<file path="src/sf_settings.svh">
`ifndef SF_SETTINGS_SVH
`define SF_SETTINGS_SVH

`define SF_WIDTH        4   // widest scalefactor field
`define SF_LONG_BANDS   21
`define SF_SHORT_BANDS  12
`define SF_WINDOWS      3
`define SF_FIELDS       36  // bank slots, short blocks fill all of them

// first field index read with slen2
`define SF_LONG_SPLIT   11
`define SF_SHORT_SPLIT  18

`define SF_BLOCK_SHORT  2   // block_type code for short blocks

`endif

</file>
<file path="src/sf_pkg.sv">
`include "sf_settings.svh"

package sf_pkg;

  // width of one field, 0 to 4
  typedef logic [2:0] slen_t;

  // position of a field in the bank
  typedef logic [5:0] field_idx_t;

  // one bank word, read either as long bands or as band x window
  typedef union packed {
    logic [`SF_FIELDS-1:0][`SF_WIDTH-1:0] flat;  // write side
    logic [`SF_SHORT_BANDS-1:0][`SF_WINDOWS-1:0][`SF_WIDTH-1:0] short_view;
    struct packed {
      logic [(`SF_FIELDS-`SF_LONG_BANDS)*`SF_WIDTH-1:0] pad;  // unused in long mode
      logic [`SF_LONG_BANDS-1:0][`SF_WIDTH-1:0] bands;
    } long_view;
  } sf_bank_u;

endpackage

</file>
<file path="src/sf_field_walker.sv">
`include "sf_settings.svh"

module sf_field_walker (
  input  logic                 clk,
  input  logic                 rst,
  input  logic                 si_valid,
  input  logic                 sdata,
  input  logic                 sdata_valid,
  input  sf_pkg::slen_t        slen1,
  input  sf_pkg::slen_t        slen2,
  input  logic                 short_mode,
  output logic                 frame_start,
  output logic                 field_valid,
  output sf_pkg::field_idx_t   field_idx,
  output logic [`SF_WIDTH-1:0] field_value,
  output logic                 frame_end
);

  import sf_pkg::*;

  logic                 active;
  field_idx_t           idx;
  slen_t                bit_cnt;   // bits taken in the current field
  logic [`SF_WIDTH-1:0] acc;

  field_idx_t           split;
  field_idx_t           last_idx;
  field_idx_t           eff_idx;
  slen_t                eff_w;
  logic                 take;
  logic                 field_done;
  logic                 final_field;
  logic [`SF_WIDTH-1:0] acc_next;

  assign split    = short_mode ? field_idx_t'(`SF_SHORT_SPLIT) : field_idx_t'(`SF_LONG_SPLIT);
  assign last_idx = short_mode ? field_idx_t'(`SF_FIELDS - 1)
                               : field_idx_t'(`SF_LONG_BANDS - 1);

  // an empty first region is skipped straight to the split
  always_comb begin
    if ((idx < split) && (slen1 == '0)) begin
      eff_idx = split;
      eff_w   = slen2;
    end else begin
      eff_idx = idx;
      eff_w   = (idx < split) ? slen1 : slen2;
    end
  end

  // a new strobe wins over any bit in the same cycle
  assign take     = active && sdata_valid && !si_valid;
  assign acc_next = {acc[`SF_WIDTH-2:0], sdata};  // msb first

  assign field_done = take && (eff_w != '0) && ((bit_cnt + slen_t'(1)) == eff_w);

  // last field overall, or last of region 1 when region 2 is empty
  assign final_field = (eff_idx == last_idx) ||
                       ((eff_idx == (split - field_idx_t'(1))) && (slen2 == '0));

  assign frame_start = si_valid;
  assign field_valid = field_done;
  assign field_idx   = eff_idx;
  assign field_value = acc_next;  // upper bits stay zero for narrow fields
  assign frame_end   = active && !si_valid &&
                       ((eff_w == '0) || (field_done && final_field));

  always_ff @(posedge clk) begin
    if (rst) begin
      active  <= 1'b0;
      idx     <= '0;
      bit_cnt <= '0;
      acc     <= '0;
    end else if (si_valid) begin
      active  <= 1'b1;  // also aborts a frame in flight
      idx     <= '0;
      bit_cnt <= '0;
      acc     <= '0;
    end else if (active) begin
      if (frame_end) begin
        active <= 1'b0;
      end
      if (field_done) begin
        idx     <= eff_idx + field_idx_t'(1);
        bit_cnt <= '0;
        acc     <= '0;
      end else begin
        idx <= eff_idx;
        if (take) begin
          bit_cnt <= bit_cnt + slen_t'(1);
          acc     <= acc_next;
        end
      end
    end
  end

endmodule

</file>
<file path="src/sf_parser.sv">
`include "sf_settings.svh"

module sf_parser (
  input  logic       clk,
  input  logic       rst,
  input  logic       si_valid,
  input  logic [3:0] scalefac_compress,
  input  logic       window_switching_flag,
  input  logic [1:0] block_type,
  input  logic       sdata,
  input  logic       sdata_valid,
  output logic [`SF_LONG_BANDS-1:0][`SF_WIDTH-1:0] scalefac_l,
  output logic [`SF_SHORT_BANDS-1:0][`SF_WINDOWS-1:0][`SF_WIDTH-1:0] scalefac_s,
  output logic       done
);

  import sf_pkg::*;

  slen_t                slen1;
  slen_t                slen2;
  logic                 short_mode;
  logic                 frame_start;
  logic                 field_valid;
  field_idx_t           field_idx;
  logic [`SF_WIDTH-1:0] field_value;
  logic                 frame_end;
  sf_bank_u             bank;

  sf_slen_decode i_sf_slen_decode (
    .clk                   (clk),
    .rst                   (rst),
    .si_valid              (si_valid),
    .scalefac_compress     (scalefac_compress),
    .window_switching_flag (window_switching_flag),
    .block_type            (block_type),
    .slen1                 (slen1),
    .slen2                 (slen2),
    .short_mode            (short_mode)
  );

  sf_field_walker i_sf_field_walker (
    .clk         (clk),
    .rst         (rst),
    .si_valid    (si_valid),
    .sdata       (sdata),
    .sdata_valid (sdata_valid),
    .slen1       (slen1),
    .slen2       (slen2),
    .short_mode  (short_mode),
    .frame_start (frame_start),
    .field_valid (field_valid),
    .field_idx   (field_idx),
    .field_value (field_value),
    .frame_end   (frame_end)
  );

  sf_store i_sf_store (
    .clk         (clk),
    .rst         (rst),
    .frame_start (frame_start),
    .field_valid (field_valid),
    .field_idx   (field_idx),
    .field_value (field_value),
    .frame_end   (frame_end),
    .bank        (bank),
    .done        (done)
  );

  // same bank, two readings
  assign scalefac_l = bank.long_view.bands;
  assign scalefac_s = bank.short_view;

endmodule

</file>
<file path="src/sf_slen_decode.sv">
`include "sf_settings.svh"

module sf_slen_decode (
  input  logic          clk,
  input  logic          rst,
  input  logic          si_valid,
  input  logic [3:0]    scalefac_compress,
  input  logic          window_switching_flag,
  input  logic [1:0]    block_type,
  output sf_pkg::slen_t slen1,
  output sf_pkg::slen_t slen2,
  output logic          short_mode
);

  logic [3:0] sfc_q;
  logic       wsf_q;
  logic [1:0] bt_q;

  // side info holds until the next strobe
  always_ff @(posedge clk) begin
    if (rst) begin
      sfc_q <= '0;
      wsf_q <= 1'b0;
      bt_q  <= '0;
    end else if (si_valid) begin
      sfc_q <= scalefac_compress;
      wsf_q <= window_switching_flag;
      bt_q  <= block_type;
    end
  end

  // scalefac_compress table, slen1 / slen2
  always_comb begin
    case (sfc_q)
      4'd0:    begin slen1 = 3'd0; slen2 = 3'd0; end
      4'd1:    begin slen1 = 3'd0; slen2 = 3'd1; end
      4'd2:    begin slen1 = 3'd0; slen2 = 3'd2; end
      4'd3:    begin slen1 = 3'd0; slen2 = 3'd3; end
      4'd4:    begin slen1 = 3'd3; slen2 = 3'd0; end
      4'd5:    begin slen1 = 3'd1; slen2 = 3'd1; end
      4'd6:    begin slen1 = 3'd1; slen2 = 3'd2; end
      4'd7:    begin slen1 = 3'd1; slen2 = 3'd3; end
      4'd8:    begin slen1 = 3'd2; slen2 = 3'd1; end
      4'd9:    begin slen1 = 3'd2; slen2 = 3'd2; end
      4'd10:   begin slen1 = 3'd2; slen2 = 3'd3; end
      4'd11:   begin slen1 = 3'd3; slen2 = 3'd1; end
      4'd12:   begin slen1 = 3'd3; slen2 = 3'd2; end
      4'd13:   begin slen1 = 3'd3; slen2 = 3'd3; end
      4'd14:   begin slen1 = 3'd4; slen2 = 3'd2; end
      default: begin slen1 = 3'd4; slen2 = 3'd3; end
    endcase
  end

  assign short_mode = wsf_q && (bt_q == 2'(`SF_BLOCK_SHORT));

endmodule

</file>
<file path="src/sf_store.sv">
`include "sf_settings.svh"

module sf_store (
  input  logic                 clk,
  input  logic                 rst,
  input  logic                 frame_start,
  input  logic                 field_valid,
  input  sf_pkg::field_idx_t   field_idx,
  input  logic [`SF_WIDTH-1:0] field_value,
  input  logic                 frame_end,
  output sf_pkg::sf_bank_u     bank,
  output logic                 done
);

  // fields land in flat slot order, the top picks the view
  always_ff @(posedge clk) begin
    if (rst) begin
      bank <= '0;
    end else if (frame_start) begin
      bank <= '0;  // skipped regions read as zero
    end else if (field_valid) begin
      bank.flat[field_idx] <= field_value;
    end
  end

  // last field is written on the same edge, so done sees a full bank
  always_ff @(posedge clk) begin
    if (rst) begin
      done <= 1'b0;
    end else begin
      done <= frame_end;
    end
  end

endmodule

</file>
<file path="config.mk">
export PLATFORM = sky130hd
export DESIGN_NAME = sf_parser
export DESIGN_NICKNAME = d
export VERILOG_FILES = /design/src/sf_pkg.sv /design/src/sf_field_walker.sv /design/src/sf_parser.sv /design/src/sf_slen_decode.sv /design/src/sf_store.sv
export VERILOG_INCLUDE_DIRS = /design/src /design/src/src
export SDC_FILE = /design/constraint.sdc
export NUM_CORES = 1
export LEC_CHECK = 0
export BUFFER_PORTS_ARGS = -buffer_cell sky130_fd_sc_hd__buf_2
export CORE_MARGIN = 8
export CORE_UTILIZATION = 48
export DETAILED_ROUTE_END_ITERATION = 10
export HOLD_SLACK_MARGIN = 0.12
export PLACE_DENSITY = 0.76
export SLEW_MARGIN = 20
export SYNTH_ARGS = -nofsm -noshare
export SYNTH_HDL_FRONTEND = slang
export SYNTH_HIERARCHICAL = 1
export SYNTH_SLANG_ARGS = --single-unit
export TNS_END_PERCENT = 20
</file>
<file path="constraint.sdc">
create_clock -name clk -period 6.95 [get_ports clk]
set_input_delay 0.695 -clock clk [delete_from_list [all_inputs] [get_ports clk]]
set_output_delay 0.695 -clock clk [all_outputs]
set_load 0.02 [all_outputs]
</file>
* After elaboration in Yosys (flattened, before gate mapping)
Memories as Yosys holds them, arrays and structs flattened. A register that Yosys moved wholly into a read port is not among the register bits.
Index checks and enable logic that the tools add are counted.
** Word-level totals
- Bits of input ports :: 12
- Register bits :: 165
- Memories :: 1
- Bits in read-only memories :: 80
- Logic and storage cells :: 59
** Operators by class
- Order comparisons :: 3
- Reductions and logical operators :: 21
- Equal/unequal tests :: 4
- Muxes and demuxes :: 18
- Add/subtract/negate cells :: 3
** Memories
- (name not given) :: words 16, width 5, read ports 1, clocked after memory_dff 1, wr ports 0, RTL line sf_slen_decode.sv:34 : case (sfc_q)
** Operators with widths (count)
- bitwise mux 144 bit :: 1
- demux 4 bit (select 6 bit) :: 1
- two-way mux 3 bit :: 6
- two-way mux 6 bit :: 3
- equality test 6 bit :: 2
- two-way mux 4 bit :: 3
- logical AND 1 bit :: 11
- zero test 3 bit :: 3
- less-than comparator 6 x 7 -> 1 bit (second input constant) :: 1
- adder 6 x 1 -> 6 bit (second input constant) :: 1
- greater-or-equal comparator 6 x 1 -> 1 bit (second input constant) :: 1
- less-than comparator 6 bit :: 1
- subtractor 6 x 1 -> 6 bit (second input constant) :: 1
- two-way mux 5 bit :: 1
- adder 3 x 1 -> 3 bit (second input constant) :: 1
- equality test 3 bit :: 1
- two-way mux 1 bit :: 3
- nonzero test 3 bit :: 1
- equality test 2 bit (second input constant) :: 1
- logical OR 1 bit :: 2
- AND reduction 2 bit :: 1
- nonzero test 2 bit :: 1
- OR reduction 2 bit :: 1
- zero test 1 bit :: 1

* Logic depth before layout (Yosys ltp)
- Depth in word-level cells :: 15
- Depth in mapped cells :: 16
- Mapped depth without buffers :: 12

* Cells and area by module
The synthesis kept the hierarchy.
** By module, submodules not included
- sf_store :: cells each 523, sequential area each 2902.8 µm², times used 1, area an instance 5350.1 µm²
- sf_field_walker :: cells each 146, sequential area each 260.2 µm², times used 1, area an instance 1113.6 µm²
- sf_parser :: cells each 84, sequential area each 0.0 µm², times used 1, area an instance 630.6 µm²
- sf_slen_decode :: cells each 55, sequential area each 240.2 µm², times used 1, area an instance 554.3 µm²

* Worst setup path after synthesis
OpenSTA, ideal clock, no wires.
- Kind :: flip-flop to flip-flop
- From :: register i_sf_slen_decode.bt_q[0]
- To :: register i_sf_store/bank[138] (netlist bit)
- Library setup time :: 127 ps
- Clock period less this slack :: 3557 ps
- Buffers on the path :: 4
- Data required time :: 6823 ps
- Cell stages (with the launch flop) :: 17
- Setup slack :: 3393 ps
- Arrival :: 3430 ps
- Cells stage by stage :: dfxtp_1 and3b_1 clkbuf_2 inv_1 ha_1 o21ai_0 a22o_1 buf_6 a2111oi_4 nor4_2 or3_4 buf_4 inv_1 nand4bb_1 or4b_1 buf_2 mux2i_1
** Between the ends
- Elaborated cells between the ends (all ways) :: 18
** RTL lines
- from (decl) :: RTL line sf_slen_decode.sv:17 : logic [1:0] bt_q;
- from (signal assigned) :: RTL line sf_slen_decode.sv:28 : bt_q <= block_type;
- equality test 2 bit (*) :: RTL line sf_slen_decode.sv:54 : assign short_mode = wsf_q && (bt_q == 2'(`SF_BLOCK_SHORT));
- logical AND 1 bit (*) :: RTL line sf_slen_decode.sv:54
- named net short_mode :: RTL line sf_parser.sv:21 : logic short_mode;
- two-way mux 5 bit (*) :: RTL line sf_field_walker.sv:35 : assign split = short_mode ? field_idx_t'(`SF_SHORT_SPLIT) : field_idx_t'(`SF_LONG_SPLIT);
- less-than comparator 6 bit (*) :: RTL line sf_field_walker.sv:41, sf_field_walker.sv:46
- two-way mux 3 bit or logical AND 1 bit (tied branches) :: RTL line sf_field_walker.sv:46, sf_field_walker.sv:41
- two-way mux 3 bit (*) :: RTL line sf_field_walker.sv:41 : if ((idx < split) && (slen1 == '0)) begin
- nonzero test 3 bit :: RTL line sf_field_walker.sv:54 : assign field_done = take && (eff_w != '0) && ((bit_cnt + slen_t'(1)) == eff_w);
- logical AND 1 bit :: RTL line sf_field_walker.sv:54
- logical AND 1 bit (*) :: RTL line sf_field_walker.sv:54
- named net field_valid :: RTL line sf_parser.sv:23 : logic field_valid;
- to (decl) :: RTL line sf_store.sv:11 : output sf_pkg::sf_bank_u bank,
The timed path passes the listed nets; every way through them passes the cells marked *.
A chain may end at the register's enable or synchronous reset.

* Final worst setup path
- From :: register i_sf_slen_decode.bt_q[0]
- To :: register i_sf_store/bank[136] (netlist bit)
The elaborated chain is that of the path after synthesis.

==> reports/metrics.yaml <==
pwr:
  fin_total_pwr_mw: 2.04
  cellPowerDensity_nw_per_um2: 229
  cellLeakagePower_nw: 4.93
  ir_drop_uv: 168
cts:
  cts_root_buffer: "sky130_fd_sc_hd__clkbuf_16"
  clk_pin_slew_worst_setup_hold_paths_ns: 0.07
  cts_buffer_depth: 2
  postCtsSetupRepairBufs: 0
  postCtsHoldBufs: 0
  clkLatencyLatePin_ns: 0.42
  tritoncts: "done"
  cts_max_level: 4
  cts_made_buffers: 17
  cts_resized: 0
  cts_num_sinks: 170
drt:
  route.vias.total: 5990
  wl_per_cell_um: 17.8
  wl_met2_mm: 9.78
  drcViolationCount: 0
  drtIter0Drc: 490
  drt-met1-wl_mm: 9.20
  postRouteWirelength_mm: 20.8
  drtPass1Iterations: 5
  top_layer_used: "met4"
  wl_met3_mm: 1.63
  route.antenna.remaining_nets: 0
  detail_route.vias_per_cell: 5.12
final_layout:
  syn2layout_area_growth_pct: 16.7
  diodes: 0
  nets: 961
  final_design_area_no_fill_um2: 8920
  drive_gt1_share_pct: 31.3
  finalCoreUtilization_pct: 56.8
sta:
  layout_worst_path_cycle_share_pct: 57.2
  fin_crit_ns: 3.98
  setup_total_negative_slack_ns: 0
  final_count_of_hold_timing_violations: 0
  slew_headroom_pct: 39.7
  final-setup-viol-count: 0
  worstMarginPinSlew_ns: 0.905
  slew_viol_final: 0
  hold_ws_ns: 0.458
  max_freq_mhz: 252
  grt_setup_unrepaired: "false"
  clock_skew_ns: 0.00625
die:
  core_region_area_um2: 15700
  fp.dieH_um: 142
  placement_rows: 46
  dieWidth_um: 142
  dieArea_um2: 20200
  initial_core_util_pct: 48.7
  count_of_boundary_i_o_pins: 241
logic_synthesis:
  synth_async_sr_flop_share_pct: 0
  synth_area_leader_cell: "sky130_fd_sc_hd__dfxtp_1"
  ys_seq_area_share_pct: 44.5
  synth_warnings: 6
  postSynthNetCount: 827
  netlist.area_leader.share_pct: 44.5
  synth_ff_type: "sky130_fd_sc_hd__dfxtp_1"
  mappedNetlistArea_um2: 7650
  synthesis.area_per_instance_um2: 9.47
  syn-instance-count: 808
  yosys.cell_types.count: 67
  ys_ff_latch: 170
  synth_enable_flop_cells: 0
  synth_top_cells_by_area: "sky130_fd_sc_hd__dfxtp_1 (44%), sky130_fd_sc_hd__mux2i_1 (20%), sky130_fd_sc_hd__nand2_1 (9.7%), sky130_fd_sc_hd__buf_4 (8.7%), sky130_fd_sc_hd__clkbuf_1 (1.5%)"
global_route:
  grt_first_pass_wirelength_mm: 32.7
  grt_usage_pct: 20.4
  grt_max_degree: 90
  first_global_vias: 6133
  grt_antenna_before_repair: 0
  grt-ovfl-total: 0
setup_path:
  arrival_ns: 4.26
  timing.critical_path.required_ns: 7.23
  critPathCaptureType: "flip-flop"
  crit_path_start: "i_sf_slen_decode/bt_q[0]"
  worstSetupPathType: "reg2reg"
  critical_path_fanouts_max: 13
  worst_setup_path_start_kind: "flip-flop"
  worst_r2r_startpoint: "i_sf_slen_decode/bt_q[0]"
place:
  place_congestion: 0.864
  post_detailed_placement_cell_area_um2: 8320
  port_buffers: 240
  estimated_wirelength_of_the_detail_placed_design_mm: 14.5
status:
  run_status: "completed"
run:
  drv_cap: 0
hold_path:
  timing.hold.worst.start: "i_sf_store/bank[102]"
  hold_path.class: "reg2reg"
-- final cells by class --
cell class	count	area, um2
tap	216	270
clock buffer	18	439
multi-input combinational	498	3370
sequential	170	3400
fill	1362	6790
timing repair buffer	246	1250
clock inverter	14	161
inverter	9	33.8
-- through the flow --
step,setup slack (ns),instances
after floorplan,3.39,808
after global placement,3.18,1139
after detailed placement,3.10,1139
after CTS,3.03,1171
after global routing,2.71,1171
final,2.97,1171
-- cell usage after synthesis (3+ instances only) --
master	instances
sky130_fd_sc_hd__or3_1	3
sky130_fd_sc_hd__a21oi_1	11
sky130_fd_sc_hd__mux2i_1	150
sky130_fd_sc_hd__nand3_1	9
sky130_fd_sc_hd__and4b_1	3
sky130_fd_sc_hd__o21ai_0	5
sky130_fd_sc_hd__nor3_1	5
sky130_fd_sc_hd__clkbuf_1	31
sky130_fd_sc_hd__nor2b_1	3
sky130_fd_sc_hd__nor2_1	21
sky130_fd_sc_hd__and4bb_2	4
sky130_fd_sc_hd__a31oi_1	5
sky130_fd_sc_hd__nor4_1	5
sky130_fd_sc_hd__nand2_1	197
sky130_fd_sc_hd__buf_4	89
sky130_fd_sc_hd__inv_1	9
sky130_fd_sc_hd__nor4_2	4
sky130_fd_sc_hd__buf_2	5
sky130_fd_sc_hd__ha_1	7
sky130_fd_sc_hd__nand2b_1	4
sky130_fd_sc_hd__and3b_1	5
sky130_fd_sc_hd__a211oi_1	4
sky130_fd_sc_hd__dfxtp_1	170
sky130_fd_sc_hd__buf_1	3
-- critical path: stages (launching register included) --
cell and delay [ns]:
sky130_fd_sc_hd__dfxtp_1 0.30, sky130_fd_sc_hd__and3b_1 0.41, sky130_fd_sc_hd__inv_1 0.09, sky130_fd_sc_hd__ha_1 0.23, sky130_fd_sc_hd__nor4_2 0.30, sky130_fd_sc_hd__a22o_1 0.45, sky130_fd_sc_hd__and4_1 0.25, sky130_fd_sc_hd__a211oi_1 0.10
sky130_fd_sc_hd__or3_4 0.45, sky130_fd_sc_hd__inv_1 0.26, sky130_fd_sc_hd__nand4bb_1 0.17, sky130_fd_sc_hd__or4b_1 0.65, sky130_fd_sc_hd__mux2i_1 0.16
-- path summary, 6_finish.rpt --
path                          endpoint  slack [ns]  cells past startpoint
setup / recovery  i_sf_store/bank[136]        2.97                     12
hold reg to reg   i_sf_store/bank[102]        0.46                      2
setup reg to reg  i_sf_store/bank[136]        2.97                     12
hold / removal    i_sf_store/bank[102]        0.46                      2
-- placed cells by master (no fill, tap or decap), types with 4 or more instances in the layout --
master and count:
sky130_fd_sc_hd__inv_1 9, sky130_fd_sc_hd__nor3_1 5, sky130_fd_sc_hd__and3b_1 5, sky130_fd_sc_hd__nor4_2 4, sky130_fd_sc_hd__nand3_1 9, sky130_fd_sc_hd__a211oi_1 4, sky130_fd_sc_hd__and4bb_2 4, sky130_fd_sc_hd__buf_4 6
sky130_fd_sc_hd__dfxtp_1 170, sky130_fd_sc_hd__a31oi_1 5, sky130_fd_sc_hd__buf_2 240, sky130_fd_sc_hd__nor2_1 20, sky130_fd_sc_hd__nand2_1 197, sky130_fd_sc_hd__o21ai_0 5, sky130_fd_sc_hd__nor4_1 5, sky130_fd_sc_hd__a21oi_1 11
sky130_fd_sc_hd__mux2i_1 150, sky130_fd_sc_hd__clkbuf_16 17, sky130_fd_sc_hd__ha_1 7, sky130_fd_sc_hd__nand2b_1 4
-- registers in the layout, summed over array words and instances (netlist names) --
name                       flops
i_sf_slen_decode/wsf_q         1
i_sf_store/bank              144
i_sf_field_walker/active       1
i_sf_slen_decode/slen2         2
i_sf_field_walker/idx          6
i_sf_slen_decode/slen1         3
i_sf_slen_decode/sfc_q         4
i_sf_store/done                1
i_sf_field_walker/acc          3
i_sf_slen_decode/bt_q          2
i_sf_field_walker/bit_cnt      3
-- routing by layer --
layer	vias to the layer above	track usage (%)
met1	2838	25.1
met2	223	32.9
met4	0	5.31
met5	-	0
li1	2910	-
met3	19	7.35
-- cell families after synthesis --
logic type	after synthesis	synth area share [%]
simple gates	285	17.6
flops	170	44.5
mux	153	20.1
buf+inv	140	11.5
compound gates	49	4.73
fa+ha+maj	7	1.15
xor+xnor	3	0.344
other cells	1	0.0490
-- report_power, final --
part	internal [mW]	switching, mW
Sequential	0.980	0.00847
Clock	0.548	0.413
Combinational	0.0293	0.0632
No activity file was read; power rests on OpenSTA's default activity.
